**config.mk**
```make
export PLATFORM = sky130hd
export DESIGN_NAME = axiToApbWrite
export DESIGN_NICKNAME = d
export VERILOG_FILES = /design/src/verilog/axiApbPkg.sv /design/src/verilog/apbRequester.sv /design/src/verilog/axiToApbWrite.sv /design/src/verilog/axiWriteSlave.sv /design/src/verilog/wordRequestQueue.sv
export SDC_FILE = /design/constraint.sdc
export NUM_CORES = 1
export LEC_CHECK = 0
export ABC_AREA = 0
export BUFFER_PORTS_ARGS = -buffer_cell sky130_fd_sc_hd__buf_2
export CORE_MARGIN = 2
export CORE_UTILIZATION = 53
export DETAILED_ROUTE_END_ITERATION = 16
export GPL_TIMING_DRIVEN = 0
export PLACE_DENSITY = 0.88
export SKIP_CTS_REPAIR_TIMING = 1
export SYNTH_ARGS = -nofsm -noshare
export SYNTH_HDL_FRONTEND = slang
export SYNTH_SLANG_ARGS = --single-unit
```
**constraint.sdc**
```tcl
create_clock -name ACLK -period 7.8 [get_ports ACLK]
set_input_delay 1.56 -clock ACLK [delete_from_list [all_inputs] [get_ports ACLK]]
set_output_delay 1.56 -clock ACLK [all_outputs]
set_load 0.01 [all_outputs]
```
**src/verilog/axiApbPkg.sv**
```systemverilog
package axiApbPkg;

  // ----------------------------------------------------------
  // widths
  // ----------------------------------------------------------
  localparam int ApbWordBytes = 4; // bytes per target word

  typedef logic [31:0] axiAddr_t;    // byte address, both sides
  typedef logic [31:0] apbData_t;    // one target word
  typedef logic [3:0]  byteEnable_t; // enables of one target word
  typedef logic [7:0]  axiId_t;      // channel id and id together
  typedef logic [7:0]  axiLen_t;     // beats minus one
  typedef logic [2:0]  axiSize_t;    // log2 bytes per beat
  typedef logic [2:0]  axiProt_t;

  // ----------------------------------------------------------
  // encodings
  // ----------------------------------------------------------
  // wrap and reserved codes fall back to incrementing
  typedef enum logic [1:0] {
    BurstFixed = 2'b00,
    BurstIncr  = 2'b01
  } axiBurst_e;

  typedef enum logic [1:0] {
    RespOkay   = 2'b00,
    RespSlvErr = 2'b10
  } axiResp_e;

  // ----------------------------------------------------------
  // grouped signals
  // ----------------------------------------------------------
  typedef struct packed {
    axiId_t    id;
    axiAddr_t  addr;
    axiLen_t   len;
    axiSize_t  size;
    axiBurst_e burst;
    axiProt_t  prot;
  } awCmd_t; // 56 bits

  // one target write, queue entry
  typedef struct packed {
    axiAddr_t    addr;
    apbData_t    data;
    byteEnable_t byteEnable;
    axiProt_t    prot;
  } wordReq_t; // 71 bits

endpackage

```
**src/verilog/apbRequester.sv**
```systemverilog
`timescale 1ns/1ns

module apbRequester (
  input  logic                   ACLK,
  input  logic                   ARESETn,
  input  axiApbPkg::wordReq_t    popReq,
  input  logic                   empty,
  input  logic                   ACK,
  output logic                   pop,
  output logic                   busy,
  output logic                   REQ,
  output axiApbPkg::axiAddr_t    ADDR,
  output axiApbPkg::apbData_t    DATAW,
  output axiApbPkg::byteEnable_t BE,
  output axiApbPkg::axiProt_t    PROT
);
  import axiApbPkg::*;

  typedef enum logic [1:0] {Idle, Request, Release} requesterState_e;

  requesterState_e state;
  logic            ackMeta;
  logic            ackSync;

  // ----------------------------------------------------------
  // ACK crosses from the target clock domain
  // ----------------------------------------------------------
  always_ff @(posedge ACLK or negedge ARESETn) begin
    if (!ARESETn) begin
      ackMeta <= 1'b0;
      ackSync <= 1'b0;
    end else begin
      ackMeta <= ACK;
      ackSync <= ackMeta;
    end
  end

  // ----------------------------------------------------------
  // four-phase exchange
  // ----------------------------------------------------------
  assign pop  = (state == Idle) && !empty;
  // low again once the synchronized ACK has dropped
  assign busy = (state == Request) || ((state == Release) && ackSync);

  always_ff @(posedge ACLK or negedge ARESETn) begin
    if (!ARESETn) begin
      state <= Idle;
      REQ   <= 1'b0;
    end else begin
      case (state)
        Idle: begin
          if (!empty) begin
            REQ   <= 1'b1;
            state <= Request;
          end
        end
        Request: begin
          if (ackSync) begin
            REQ   <= 1'b0;
            state <= Release;
          end
        end
        Release: begin
          if (!ackSync)
            state <= Idle; // target has dropped ACK
        end
        default: state <= Idle;
      endcase
    end
  end

  // target lines stay stable while REQ is high
  always_ff @(posedge ACLK) begin
    if (pop) begin
      ADDR  <= popReq.addr;
      DATAW <= popReq.data;
      BE    <= popReq.byteEnable;
      PROT  <= popReq.prot;
    end
  end

endmodule

```
**src/verilog/axiToApbWrite.sv**
```systemverilog
`timescale 1ns/1ns

module axiToApbWrite #(
  parameter int AxiDataWidth = 64,
  parameter int QueueDepth   = 4
) (
  input  logic                      ACLK,
  input  logic                      ARESETn,
  // AXI write channels
  input  axiApbPkg::awCmd_t         awCmd,
  input  logic                      AWVALID,
  output logic                      AWREADY,
  input  logic [AxiDataWidth-1:0]   WDATA,
  input  logic [AxiDataWidth/8-1:0] WSTRB,
  input  logic                      WLAST,
  input  logic                      WVALID,
  output logic                      WREADY,
  output axiApbPkg::axiId_t         BID,
  output axiApbPkg::axiResp_e       BRESP,
  output logic                      BVALID,
  input  logic                      BREADY,
  // target side
  output logic                      REQ,
  input  logic                      ACK,
  output axiApbPkg::axiAddr_t       ADDR,
  output axiApbPkg::apbData_t       DATAW,
  output axiApbPkg::byteEnable_t    BE,
  output axiApbPkg::axiProt_t       PROT
);
  import axiApbPkg::*;

  wordReq_t pushReq;
  wordReq_t popReq;
  logic     push;
  logic     pop;
  logic     full;
  logic     empty;
  logic     busy;

  // ----------------------------------------------------------
  // slave -> queue -> requester
  // ----------------------------------------------------------
  axiWriteSlave #(
    .AxiDataWidth(AxiDataWidth)
  ) axiWriteSlave_inst (
    .ACLK(ACLK), .ARESETn(ARESETn),
    .awCmd(awCmd), .AWVALID(AWVALID), .AWREADY(AWREADY),
    .WDATA(WDATA), .WSTRB(WSTRB), .WLAST(WLAST), .WVALID(WVALID), .WREADY(WREADY),
    .BID(BID), .BRESP(BRESP), .BVALID(BVALID), .BREADY(BREADY),
    .pushReq(pushReq), .push(push), .full(full), .empty(empty), .busy(busy)
  );

  wordRequestQueue #(
    .QueueDepth(QueueDepth)
  ) wordRequestQueue_inst (
    .ACLK(ACLK), .ARESETn(ARESETn),
    .pushReq(pushReq), .push(push), .pop(pop),
    .popReq(popReq), .full(full), .empty(empty)
  );

  apbRequester apbRequester_inst (
    .ACLK(ACLK), .ARESETn(ARESETn),
    .popReq(popReq), .empty(empty), .ACK(ACK),
    .pop(pop), .busy(busy),
    .REQ(REQ), .ADDR(ADDR), .DATAW(DATAW), .BE(BE), .PROT(PROT)
  );

endmodule

```
**src/verilog/axiWriteSlave.sv**
```systemverilog
`timescale 1ns/1ns

module axiWriteSlave #(
  parameter int AxiDataWidth = 64
) (
  input  logic                      ACLK,
  input  logic                      ARESETn,
  input  axiApbPkg::awCmd_t         awCmd,
  input  logic                      AWVALID,
  output logic                      AWREADY,
  input  logic [AxiDataWidth-1:0]   WDATA,
  input  logic [AxiDataWidth/8-1:0] WSTRB,
  input  logic                      WLAST,
  input  logic                      WVALID,
  output logic                      WREADY,
  output axiApbPkg::axiId_t         BID,
  output axiApbPkg::axiResp_e       BRESP,
  output logic                      BVALID,
  input  logic                      BREADY,
  output axiApbPkg::wordReq_t       pushReq,
  output logic                      push,
  input  logic                      full,
  input  logic                      empty,
  input  logic                      busy
);
  import axiApbPkg::*;

  localparam int BusBytes     = AxiDataWidth / 8;
  localparam int WordsPerBeat = BusBytes / ApbWordBytes;
  localparam int IdxWidth     = (WordsPerBeat > 1) ? $clog2(WordsPerBeat) : 1;

  typedef logic [IdxWidth-1:0] wordIdx_t;
  typedef enum logic [2:0] {Idle, Accept, WaitBeat, Slice, Response} writeState_e;

  writeState_e             state;
  awCmd_t                  cmdReg;
  axiAddr_t                beatAddr;   // address of the current beat
  axiLen_t                 beatCnt;
  logic [AxiDataWidth-1:0] wdataReg;
  logic [BusBytes-1:0]     wstrbReg;
  wordIdx_t                wordIdx;    // word lane within the bus
  logic                    firstWord;

  axiAddr_t    busBase;
  axiAddr_t    wordAddr;
  apbData_t    wordData;
  byteEnable_t wordBe;
  logic        wordDone;
  logic        lastWord;
  logic        lastBeat;

  // ----------------------------------------------------------
  // address helpers
  // ----------------------------------------------------------
  function automatic wordIdx_t firstWordIdx(axiAddr_t addr);
    return wordIdx_t'(addr[31:2] % WordsPerBeat);
  endfunction

  function automatic axiAddr_t nextBeatAddr(axiAddr_t addr, axiSize_t size,
                                            axiBurst_e burst);
    axiAddr_t stepBytes;
    stepBytes = axiAddr_t'(1) << size;
    if (burst == BurstFixed)
      return addr;
    if (stepBytes < axiAddr_t'(BusBytes))
      return addr + stepBytes; // narrow beat
    return (addr & ~axiAddr_t'(BusBytes - 1)) + axiAddr_t'(BusBytes);
  endfunction

  // ----------------------------------------------------------
  // word slicing
  // ----------------------------------------------------------
  assign busBase  = beatAddr & ~axiAddr_t'(BusBytes - 1);
  // first word keeps the unaligned beat address
  assign wordAddr = firstWord ? beatAddr
                              : busBase + axiAddr_t'(wordIdx) * axiAddr_t'(ApbWordBytes);
  assign wordData = wdataReg[8*ApbWordBytes*wordIdx +: 8*ApbWordBytes];
  assign wordBe   = wstrbReg[ApbWordBytes*wordIdx +: ApbWordBytes];
  assign lastWord = (wordIdx == wordIdx_t'(WordsPerBeat - 1));
  assign lastBeat = (beatCnt == cmdReg.len);

  // void words are stepped over without a push
  assign wordDone = (state == Slice) && ((wordBe == '0) || !full);
  assign push     = (state == Slice) && (wordBe != '0) && !full;
  assign pushReq  = '{addr: wordAddr, data: wordData, byteEnable: wordBe, prot: cmdReg.prot};

  // ----------------------------------------------------------
  // control FSM
  // ----------------------------------------------------------
  always_ff @(posedge ACLK or negedge ARESETn) begin
    if (!ARESETn) begin
      state     <= Idle;
      AWREADY   <= 1'b0;
      WREADY    <= 1'b0;
      BVALID    <= 1'b0;
      BRESP     <= RespOkay;
      BID       <= '0;
      beatCnt   <= '0;
      wordIdx   <= '0;
      firstWord <= 1'b0;
    end else begin
      case (state)
        Idle: begin
          if (AWVALID) begin
            AWREADY <= 1'b1;
            state   <= Accept;
          end
        end
        Accept: begin // AW handshake on this edge
          AWREADY <= 1'b0;
          WREADY  <= 1'b1;
          BID     <= awCmd.id;
          BRESP   <= RespOkay;
          beatCnt <= '0;
          state   <= WaitBeat;
        end
        WaitBeat: begin
          if (WVALID) begin
            WREADY    <= 1'b0;
            wordIdx   <= firstWordIdx(beatAddr);
            firstWord <= 1'b1;
            if (WLAST != lastBeat)
              BRESP <= RespSlvErr; // length mismatch
            state <= Slice;
          end
        end
        Slice: begin
          if (wordDone) begin
            firstWord <= 1'b0;
            wordIdx   <= wordIdx + 1'b1;
            if (lastWord) begin
              beatCnt <= beatCnt + 1'b1;
              if (lastBeat) begin
                state <= Response;
              end else begin
                WREADY <= 1'b1;
                state  <= WaitBeat;
              end
            end
          end
        end
        Response: begin
          // wait until the last target write has completed
          if (BVALID && BREADY) begin
            BVALID <= 1'b0;
            state  <= Idle;
          end else if (empty && !busy) begin
            BVALID <= 1'b1;
          end
        end
        default: state <= Idle;
      endcase
    end
  end

  // payload, command and beat data
  always_ff @(posedge ACLK) begin
    if (state == Accept) begin
      cmdReg   <= awCmd;
      beatAddr <= awCmd.addr;
    end
    if ((state == WaitBeat) && WVALID) begin
      wdataReg <= WDATA;
      wstrbReg <= WSTRB;
    end
    if (wordDone && lastWord)
      beatAddr <= nextBeatAddr(beatAddr, cmdReg.size, cmdReg.burst);
  end

endmodule

```
**src/verilog/wordRequestQueue.sv**
```systemverilog
`timescale 1ns/1ns

module wordRequestQueue #(
  parameter int QueueDepth = 4
) (
  input  logic                ACLK,
  input  logic                ARESETn,
  input  axiApbPkg::wordReq_t pushReq,
  input  logic                push,
  input  logic                pop,
  output axiApbPkg::wordReq_t popReq,
  output logic                full,
  output logic                empty
);
  import axiApbPkg::*;

  localparam int PtrWidth = (QueueDepth > 1) ? $clog2(QueueDepth) : 1;

  typedef logic [PtrWidth-1:0] queuePtr_t;
  typedef logic [PtrWidth:0]   queueCount_t;

  wordReq_t    mem [QueueDepth];
  queuePtr_t   wrPtr;
  queuePtr_t   rdPtr;
  queueCount_t count;
  queueCount_t nextCount;
  logic        doPush;
  logic        doPop;

  function automatic queuePtr_t nextPtr(queuePtr_t ptr);
    return (ptr == queuePtr_t'(QueueDepth - 1)) ? '0 : ptr + 1'b1;
  endfunction

  assign doPush    = push && !full;
  assign doPop     = pop && !empty;
  assign nextCount = count + queueCount_t'(doPush) - queueCount_t'(doPop);
  assign popReq    = mem[rdPtr]; // head entry

  always_ff @(posedge ACLK or negedge ARESETn) begin
    if (!ARESETn) begin
      wrPtr <= '0;
      rdPtr <= '0;
      count <= '0;
      full  <= 1'b0;
      empty <= 1'b1;
    end else begin
      if (doPush)
        wrPtr <= nextPtr(wrPtr);
      if (doPop)
        rdPtr <= nextPtr(rdPtr);
      count <= nextCount;
      full  <= (nextCount == queueCount_t'(QueueDepth));
      empty <= (nextCount == '0);
    end
  end

  always_ff @(posedge ACLK) begin
    if (doPush)
      mem[wrPtr] <= pushReq;
  end

endmodule
```
## Word level (Yosys, flattened, before mapping)

Memories as Yosys holds them, arrays and structs flattened. A register that Yosys moved wholly into a read port is not among the register bits.
Index checks and enable logic that the tools add are counted.

| operators by class | value |
|---|---|
| add/subtract/negate cells | 9 |
| mux-type cells | 51 |
| eq/ne operators | 21 |
| $lt $le $gt $ge | 1 |
| reduce and logical (&&, ||, !) cells | 39 |
| shifts and indexed selects | 3 |

Operator list:

| kind | count |
|---|---|
| 32-bit 2-to-1 mux | 7 |
| 64-bit by 7-bit variable part select with 32-bit output | 1 |
| 32-bit by 3-bit adder with 32-bit output | 1 |
| 32-bit adder | 1 |
| 32-bit by 4-bit adder with 32-bit output (second input constant) | 1 |
| 32-bit by 4-bit less-than comparator with 1-bit output (second input constant) | 1 |
| 1-bit by 3-bit << shifter with 32-bit output (first input constant) | 1 |
| 1-bit 2-to-1 mux | 20 |
| 3-bit 2-to-1 mux | 6 |
| 8-bit 2-to-1 mux | 2 |
| 8-bit case mux with 2 select lines | 1 |
| 3-bit case mux with 5 select lines | 1 |
| 3-bit AND reduction | 5 |
| 2-bit 2-to-1 mux | 7 |
| 2-bit nonzero test | 7 |
| 1-bit logical AND | 11 |
| 2-bit by 1-bit != test with 1-bit output (second input constant) | 5 |
| 2-bit != test (second input constant) | 5 |
| 5-bit AND reduction | 2 |
| 8-bit by 1-bit adder with 8-bit output (second input constant) | 1 |
| 8-bit == test | 1 |
| 1-bit case mux with 2 select lines | 4 |
| 8-bit by 4-bit variable part select with 4-bit output | 1 |
| 2-bit == test (second input constant) | 3 |
| other kinds (20) | 29 |

| storage, ports and cells | value |
|---|---|
| memories | 1 |
| logic and storage cells | 150 |
| output and inout bits | 85 |
| input bits | 135 |
| memory bits (writable) | 284 |
| bits in registers | 160 |

Memory list:

| name | words | bits a word | read ports | clocked after Yosys merged registers in | wr ports | RTL line | text |
|---|---|---|---|---|---|---|---|
| wordRequestQueue_inst.mem | 4 | 71 | 1 | 1 | 1 | wordRequestQueue.sv:22 | `wordReq_t mem [QueueDepth];` |

## Logic depth before layout (Yosys ltp)

| depth | value |
|---|---|
| word-level depth | 11 |
| gate-level depth with buffers | 12 |
| gate-level depth less buffers | 10 |

## Hierarchy

From an unflattened synthesis, not the netlist that was laid out.

| second synthesis, totals | value |
|---|---|
| cell total of the unflattened synthesis | 1,082 |
| area, all modules | 20,179.4 µm² |

Modules (own cells, without submodules):

| module | cells an instance | seq. area each (µm²) | instances | area each (µm²) |
|---|---|---|---|---|
| wordRequestQueue | 409 | 8,754.6 | 1 | 10,805.4 |
| axiWriteSlave | 584 | 4,229.1 | 1 | 7,053.0 |
| apbRequester | 89 | 2,257.2 | 1 | 2,321.0 |

## Worst setup path after synthesis

OpenSTA, ideal clock, no wires.

| path | value |
|---|---|
| path kind | input -> register |
| start point | input port WVALID |
| end point | register axiWriteSlave_inst.wdataReg[0], enable pin |
| required time | 7.189 ns |
| stages | 1 |
| data arrival time | 6.859 ns |
| setup time | 0.611 ns |
| buffers on the path | 0 |
| slack | 0.331 ns |
| path through | nor3b_1 |

| on the way | value |
|---|---|
| cells in the longest elaborated chain, start to end | 1 |

Ends and longest elaborated chain:

| item | RTL line | text |
|---|---|---|
| start, declared | axiToApbWrite.sv:16 | `input logic WVALID,` |
| 1-bit logical AND | axiWriteSlave.sv:162 | `if ((state == WaitBeat) && WVALID) begin` |
| end signal, assigned | axiWriteSlave.sv:163 | `wdataReg <= WDATA;` |
| end, declared | axiWriteSlave.sv:39 | `logic [AxiDataWidth-1:0] wdataReg;` |

Every way passes these cells.
A chain may end at the register's enable or synchronous reset.

## Worst setup path after layout

| path | value |
|---|---|
| start point | register axiWriteSlave_inst.cmdReg[7] in the netlist's numbering |
| end point | register axiWriteSlave_inst.beatAddr[9], data pin |

| on the way | value |
|---|---|
| cells in the longest elaborated chain, start to end | 8 |
| elaborated cells on any way between the ends | 10 |
| classes of those cells | 1 x add/sub; 1 x order compare; 1 x shift; 7 x mux |

Ends and longest elaborated chain:

| item | RTL line | text |
|---|---|---|
| start, declared | axiWriteSlave.sv:36 | `awCmd_t cmdReg;` |
| start signal, assigned | axiWriteSlave.sv:159 | `cmdReg <= awCmd;` |
| 1-bit by 3-bit << shifter with 32-bit output * | axiWriteSlave.sv:62 | `stepBytes = axiAddr_t'(1) << size;` |
| 32-bit by 4-bit less-than comparator with 1-bit output | axiWriteSlave.sv:65 | `if (stepBytes < axiAddr_t'(BusBytes))` |
| 1-bit 2-to-1 mux (2 in series) | axiWriteSlave.sv:65 |  |
| 1-bit 2-to-1 mux | axiWriteSlave.sv:166 | `if (wordDone && lastWord)` |
| 32-bit 2-to-1 mux * | axiWriteSlave.sv:67 | `return (addr & ~axiAddr_t'(BusBytes - 1)) + axiAddr_t'(BusBytes);` |
| 32-bit 2-to-1 mux * | axiWriteSlave.sv:65 |  |
| 32-bit 2-to-1 mux * | axiWriteSlave.sv:166 |  |
| end signal, assigned | axiWriteSlave.sv:160 | `beatAddr <= awCmd.addr;` |
| end signal, assigned | axiWriteSlave.sv:167 | `beatAddr <= nextBeatAddr(beatAddr, cmdReg.size, cmdReg.burst);` |
| end, declared | axiWriteSlave.sv:37 | `axiAddr_t beatAddr;` |

Mark *: on every way between the ends. The rest lies on a longest branch, timed or not. The select of a mux whose other input is x is not followed.

==> results_tabular.tex <==
\begin{tabular}{lr}
\hline
Metric & Value \\
\hline
\multicolumn{2}{l}{\textbf{Run status}} \\
\quad Run status & finished clean \\
\multicolumn{2}{l}{\textbf{Synthesis}} \\
\quad Cells taking the most area after synthesis & sky130\_fd\_sc\_hd\_\_edfxtp\_1 (72\%), sky130\_fd\_sc\_hd\_\_mux4\_2 (8.1\%), sky130\_fd\_sc\_hd\_\_dfrtp\_1 (4.8\%) \\
\quad Fraction of post-synthesis cell area in the top cell type by area & 0.7209 \\
\quad Synthesized Nets & roughly 1,200 \\
\quad Number of flops mapped to enable cells by yosys & about 480 \\
\quad Number of instances in the synthesized netlist & 1,057 \\
\quad Most used standard cell by instance count after synthesis & sky130\_fd\_sc\_hd\_\_edfxtp\_1 \\
\quad Mean instance size in the synthesized netlist & 18.72 um2 \\
\quad Largest area contributor in the netlist & sky130\_fd\_sc\_hd\_\_edfxtp\_1 \\
\quad Register bit count reported by yosys & 514 \\
\quad Warning count from the yosys run & 0 \\
\quad Yosys cell types & 51 \\
\quad Sequential-to-total area share from yosys stat & 0.7703 \\
\quad Total standard cell area after synthesis & 19,790 um2 \\
\quad Leading cell types by count after synthesis & sky130\_fd\_sc\_hd\_\_edfxtp\_1 (475), sky130\_fd\_sc\_hd\_\_nand2\_1 (89), sky130\_fd\_sc\_hd\_\_mux4\_2 (71) \\
\quad Async S/R FF share, synth & 0.07588 \\
\quad Most common flop cell mapped by yosys & sky130\_fd\_sc\_hd\_\_edfxtp\_1 \\
\multicolumn{2}{l}{\textbf{Drt}} \\
\quad Uppermost metal layer occupied by signal nets & met4 \\
\quad Wirelength per Cell & between 20 and 25 um \\
\quad Detail Route met2 WL & 20.09 mm \\
\quad Number of antenna-violating nets in the routed design & 0 \\
\quad Vias after detailed routing & 10,478 \\
\quad Iter 0 DRT Violations & between 700 and 800 \\
\quad Met3 Wirelength & 2.252 mm \\
\quad Met1 Routed Length & 15.98 mm \\
\quad Vias per inst & about 5.7 \\
\quad Total wirelength of the detailed-routed design & 39.59 mm \\
\quad First drt pass iteration count & 5 \\
\quad Residual DRC count & 0 \\
\multicolumn{2}{l}{\textbf{Timing}} \\
\quad Final setup fails & 0 \\
\quad Fmax & 277.7 MHz \\
\quad Headroom to the max-slew limit & 0.3406 \\
\quad RSZ-0062 raised after global routing & false \\
\quad Final worst slack & roughly 4.2 ns \\
\quad Fin Hold WS & 0.3539 ns \\
\quad Max Slew Vio Count & 0 \\
\quad Actual transition at the worst max-transition pin & 0.9890 ns \\
\quad Final worst path period share & 0.4616 \\
\quad Count of final hold-check violations & 0 \\
\quad Clock period minus worst slack & 3.601 ns \\
\quad Fin Clk Skew & 0.01611 ns \\
\multicolumn{2}{l}{\textbf{Floorplanning}} \\
\quad Die Y-Extent & 197.2 um \\
\quad Count of pins on the block boundary & 220 \\
\quad Count of standard-cell rows & 70 \\
\quad Die Area & 38,890 um2 \\
\quad Horizontal die dimension & 197.2 um \\
\quad Starting density of the core & 0.5391 \\
\quad Core ar. & 36,700 um2 \\
\multicolumn{2}{l}{\textbf{GRT}} \\
\quad Total congestion overflow & 0 \\
\quad Pin count of the biggest net entering global routing & 40 \\
\quad Number of antenna violations at the first check in global routing & 1 \\
\quad Number of global-route vias before repair & 10,902 \\
\quad Global-route wire length before repair & 61.08 mm \\
\quad Total global-route track usage & 0.2102 \\
\multicolumn{2}{l}{\textbf{Final layout}} \\
\quad Proportion of layout cells with a drive suffix above 1 & 0.3235 \\
\quad Layout net count & 1,498 \\
\quad Layout Utilization & 0.6374 \\
\quad Area added between synthesis and finish & 18.23\% \\
\quad Total of fill cells in the finished design & 2,443 \\
\quad Final instance count without filler cells & 1,854 \\
\multicolumn{2}{l}{\textbf{Run}} \\
\quad Number of max-capacitance violations reported & 0 \\
\multicolumn{2}{l}{\textbf{Power and ir drop}} \\
\quad Internal Power & between 0.006 and 0.007 W \\
\quad Total net switching power & 0.002725 W \\
\quad Logic pwr share & 0.260 \\
\quad Switching power share of the total & 0.2940 \\
\quad Leakage & 8.303 nW \\
\quad Power per standard cell area & 396.3 nW/um2 \\
\quad Share of total power in the clock network & 0.258 \\
\quad Overall power consumption & 0.009269 W \\
\quad Sequential fraction of design power & 0.482 \\
\quad VDD IR-drop max & 275.7 uV \\
\multicolumn{2}{l}{\textbf{Placement}} \\
\quad Pre-CTS WS & about 4.2 ns \\
\quad Number of buffers added on ports & between 200 and 250 \\
\quad Placed wire-length estimate after detailed placement & roughly 26 mm \\
\quad Final GP Congestion & 0.8946 \\
\quad Total placed cells including tap cells & 1,760 \\
\multicolumn{2}{l}{\textbf{Setup path}} \\
\quad Crit end category & flip-flop \\
\quad Maximum fanout count along the critical path & 10 \\
\quad CP startpoint kind & flip-flop \\
\quad Arrival @ worst endpoint & 3.89 ns \\
\quad Category of the critical setup timing path & reg -> reg \\
\quad Crit path required time & 8.09 ns \\
\multicolumn{2}{l}{\textbf{Clock network}} \\
\quad Root Buffer Master & sky130\_fd\_sc\_hd\_\_clkbuf\_16 \\
\quad TritonCTS Buffers & 50 \\
\quad TritonCTS clock tree & yes \\
\quad Clock latency reported for the late side of the worst-skew pair & 0.59 ns \\
\quad Clock Path Buffers & 3 \\
\quad CTS HTree Levels & 2 \\
\quad Clock edge transition at the registers on the reported setup and hold paths & 0.06 ns \\
\quad TritonCTS sink count & 514 \\
\multicolumn{2}{l}{\textbf{Hold path}} \\
\quad Path type of the worst min-delay path & reg -> reg \\
\hline
\end{tabular}
## metrics by stage
step,area (um2),TNS [ns]
final,23390,0
after global routing,23390,0
after CTS,23380,0
after detailed placement,21730,0
after global placement,21460,-274.36
after floorplan,19790,0
## placed cells by master (no fill, tap or decap), types with 4 or more instances in the layout
cell                         instances
sky130_fd_sc_hd__a21oi_1            15
sky130_fd_sc_hd__a31oi_1             5
sky130_fd_sc_hd__and2_4              4
sky130_fd_sc_hd__and3_1              6
sky130_fd_sc_hd__buf_2             229
sky130_fd_sc_hd__buf_6              13
sky130_fd_sc_hd__bufinv_16           5
sky130_fd_sc_hd__clkbuf_1           41
sky130_fd_sc_hd__clkbuf_16          51
sky130_fd_sc_hd__clkinv_1            4
sky130_fd_sc_hd__clkinv_2           11
sky130_fd_sc_hd__clkinvlp_4          4
sky130_fd_sc_hd__dfrtp_1            38
sky130_fd_sc_hd__edfxtp_1          475
sky130_fd_sc_hd__ha_1               17
sky130_fd_sc_hd__inv_1              21
sky130_fd_sc_hd__mux2_2             38
sky130_fd_sc_hd__mux4_2             71
sky130_fd_sc_hd__nand2_1            88
sky130_fd_sc_hd__nand3_1            11
sky130_fd_sc_hd__nand4_1            10
sky130_fd_sc_hd__nor2_1             33
sky130_fd_sc_hd__nor3_1             13
sky130_fd_sc_hd__nor3b_1             5
sky130_fd_sc_hd__nor4_1             22
sky130_fd_sc_hd__o21ai_0            41
sky130_fd_sc_hd__xnor2_1            31
sky130_fd_sc_hd__xor2_1             17
## cell type report
class	instances	area, um2	share of cell area
multi-input cells	476	4283	0.1831
clock buffers	67	1366	0.05841
inverters	22	82.58	0.003530
flip-flops and latches	514	15240	0.6516
repair buffers	235	1340	0.05729
clock inverters	26	287.8	0.01230
diodes	1	2.502	0.0001070
plain buffers	45	202.7	0.008665
well taps	468	585.6	0.02503
## sequential cells by signal (all words and copies together) (netlist names), 8 cells and up
| signal | cells |
|---|---|
| apbRequester_inst.ADDR | 32 |
| axiWriteSlave_inst.BID | 8 |
| wordRequestQueue_inst.mem | 284 |
| axiWriteSlave_inst.beatAddr | 32 |
| axiWriteSlave_inst.wdataReg | 64 |
| axiWriteSlave_inst.beatCnt | 8 |
| apbRequester_inst.DATAW | 32 |
| axiWriteSlave_inst.wstrbReg | 8 |
| axiWriteSlave_inst.cmdReg | 13 |
## path summary, 6_finish.rpt
| path | startpoint | endpoint | slack, ns | cells past startpoint |
|---|---|---|---|---|
| max | axiWriteSlave_inst.cmdReg[7]$_DFFE_PP_ | axiWriteSlave_inst.beatAddr[9]$_DFFE_PP_ | 4.20 | 11 |
| min | apbRequester_inst.ackMeta$_DFF_PN0_ | apbRequester_inst.ackSync$_DFF_PN0_ | 0.35 | 0 |
| max reg2reg | axiWriteSlave_inst.cmdReg[7]$_DFFE_PP_ | axiWriteSlave_inst.beatAddr[9]$_DFFE_PP_ | 4.20 | 11 |
| min reg2reg | apbRequester_inst.ackMeta$_DFF_PN0_ | apbRequester_inst.ackSync$_DFF_PN0_ | 0.35 | 0 |
| max in group asynchronous | ARESETn | axiWriteSlave_inst.BID[1]$_DFFE_PN0P_ | 6.03 | 1 |
| min in group asynchronous | ARESETn | axiWriteSlave_inst.BRESP[1]$_DFFE_PN0P_ | 1.15 | 1 |
## worst max-delay path, cell delays in order (launching register included)
cell and delay (ns):
sky130_fd_sc_hd__edfxtp_1 0.36, sky130_fd_sc_hd__buf_2 0.18, sky130_fd_sc_hd__or3b_2 0.49, sky130_fd_sc_hd__inv_1 0.08, sky130_fd_sc_hd__ha_1 0.22, sky130_fd_sc_hd__a21o_1 0.19, sky130_fd_sc_hd__a221o_1 0.34, sky130_fd_sc_hd__nor4_1 0.66
sky130_fd_sc_hd__buf_2 0.36, sky130_fd_sc_hd__nor2_1 0.10, sky130_fd_sc_hd__xnor2_1 0.21, sky130_fd_sc_hd__o21ai_0 0.11
## logic make-up after synthesis
group / Yosys count / synth area share
DFF: 514 / 0.7703
and+or+nand+nor: 216 / 0.05350
muxes: 112 / 0.1040
xor gates and xnor gates: 48 / 0.02125
buffers and inverters: 67 / 0.01436
AOI/OAI and AO/OA: 80 / 0.02365
adders and majority gates: 19 / 0.01277
other: 1 / 0.0001895
## layer usage
layer / global-route usage / vias to the layer above
met5: 0 / -
met2: 0.3550 / 384
li1: - / 4723
met1: 0.2734 / 5291
met3: 0.03551 / 80
met4: 0.08716 / 0
## power groups by stage
stage          clock network (W)  logic, W  registers [W]
3_5_place_dp                   0   0.00243        0.00451
5_1_grt                  0.00253   0.00262        0.00454
6_report                 0.00239   0.00241        0.00446
3_3_place_gp                   0   0.00224        0.00458
2_1_floorplan                  0   0.00140        0.00460
4_1_cts                  0.00243   0.00245        0.00447
Power figures use the tool's default switching activity.
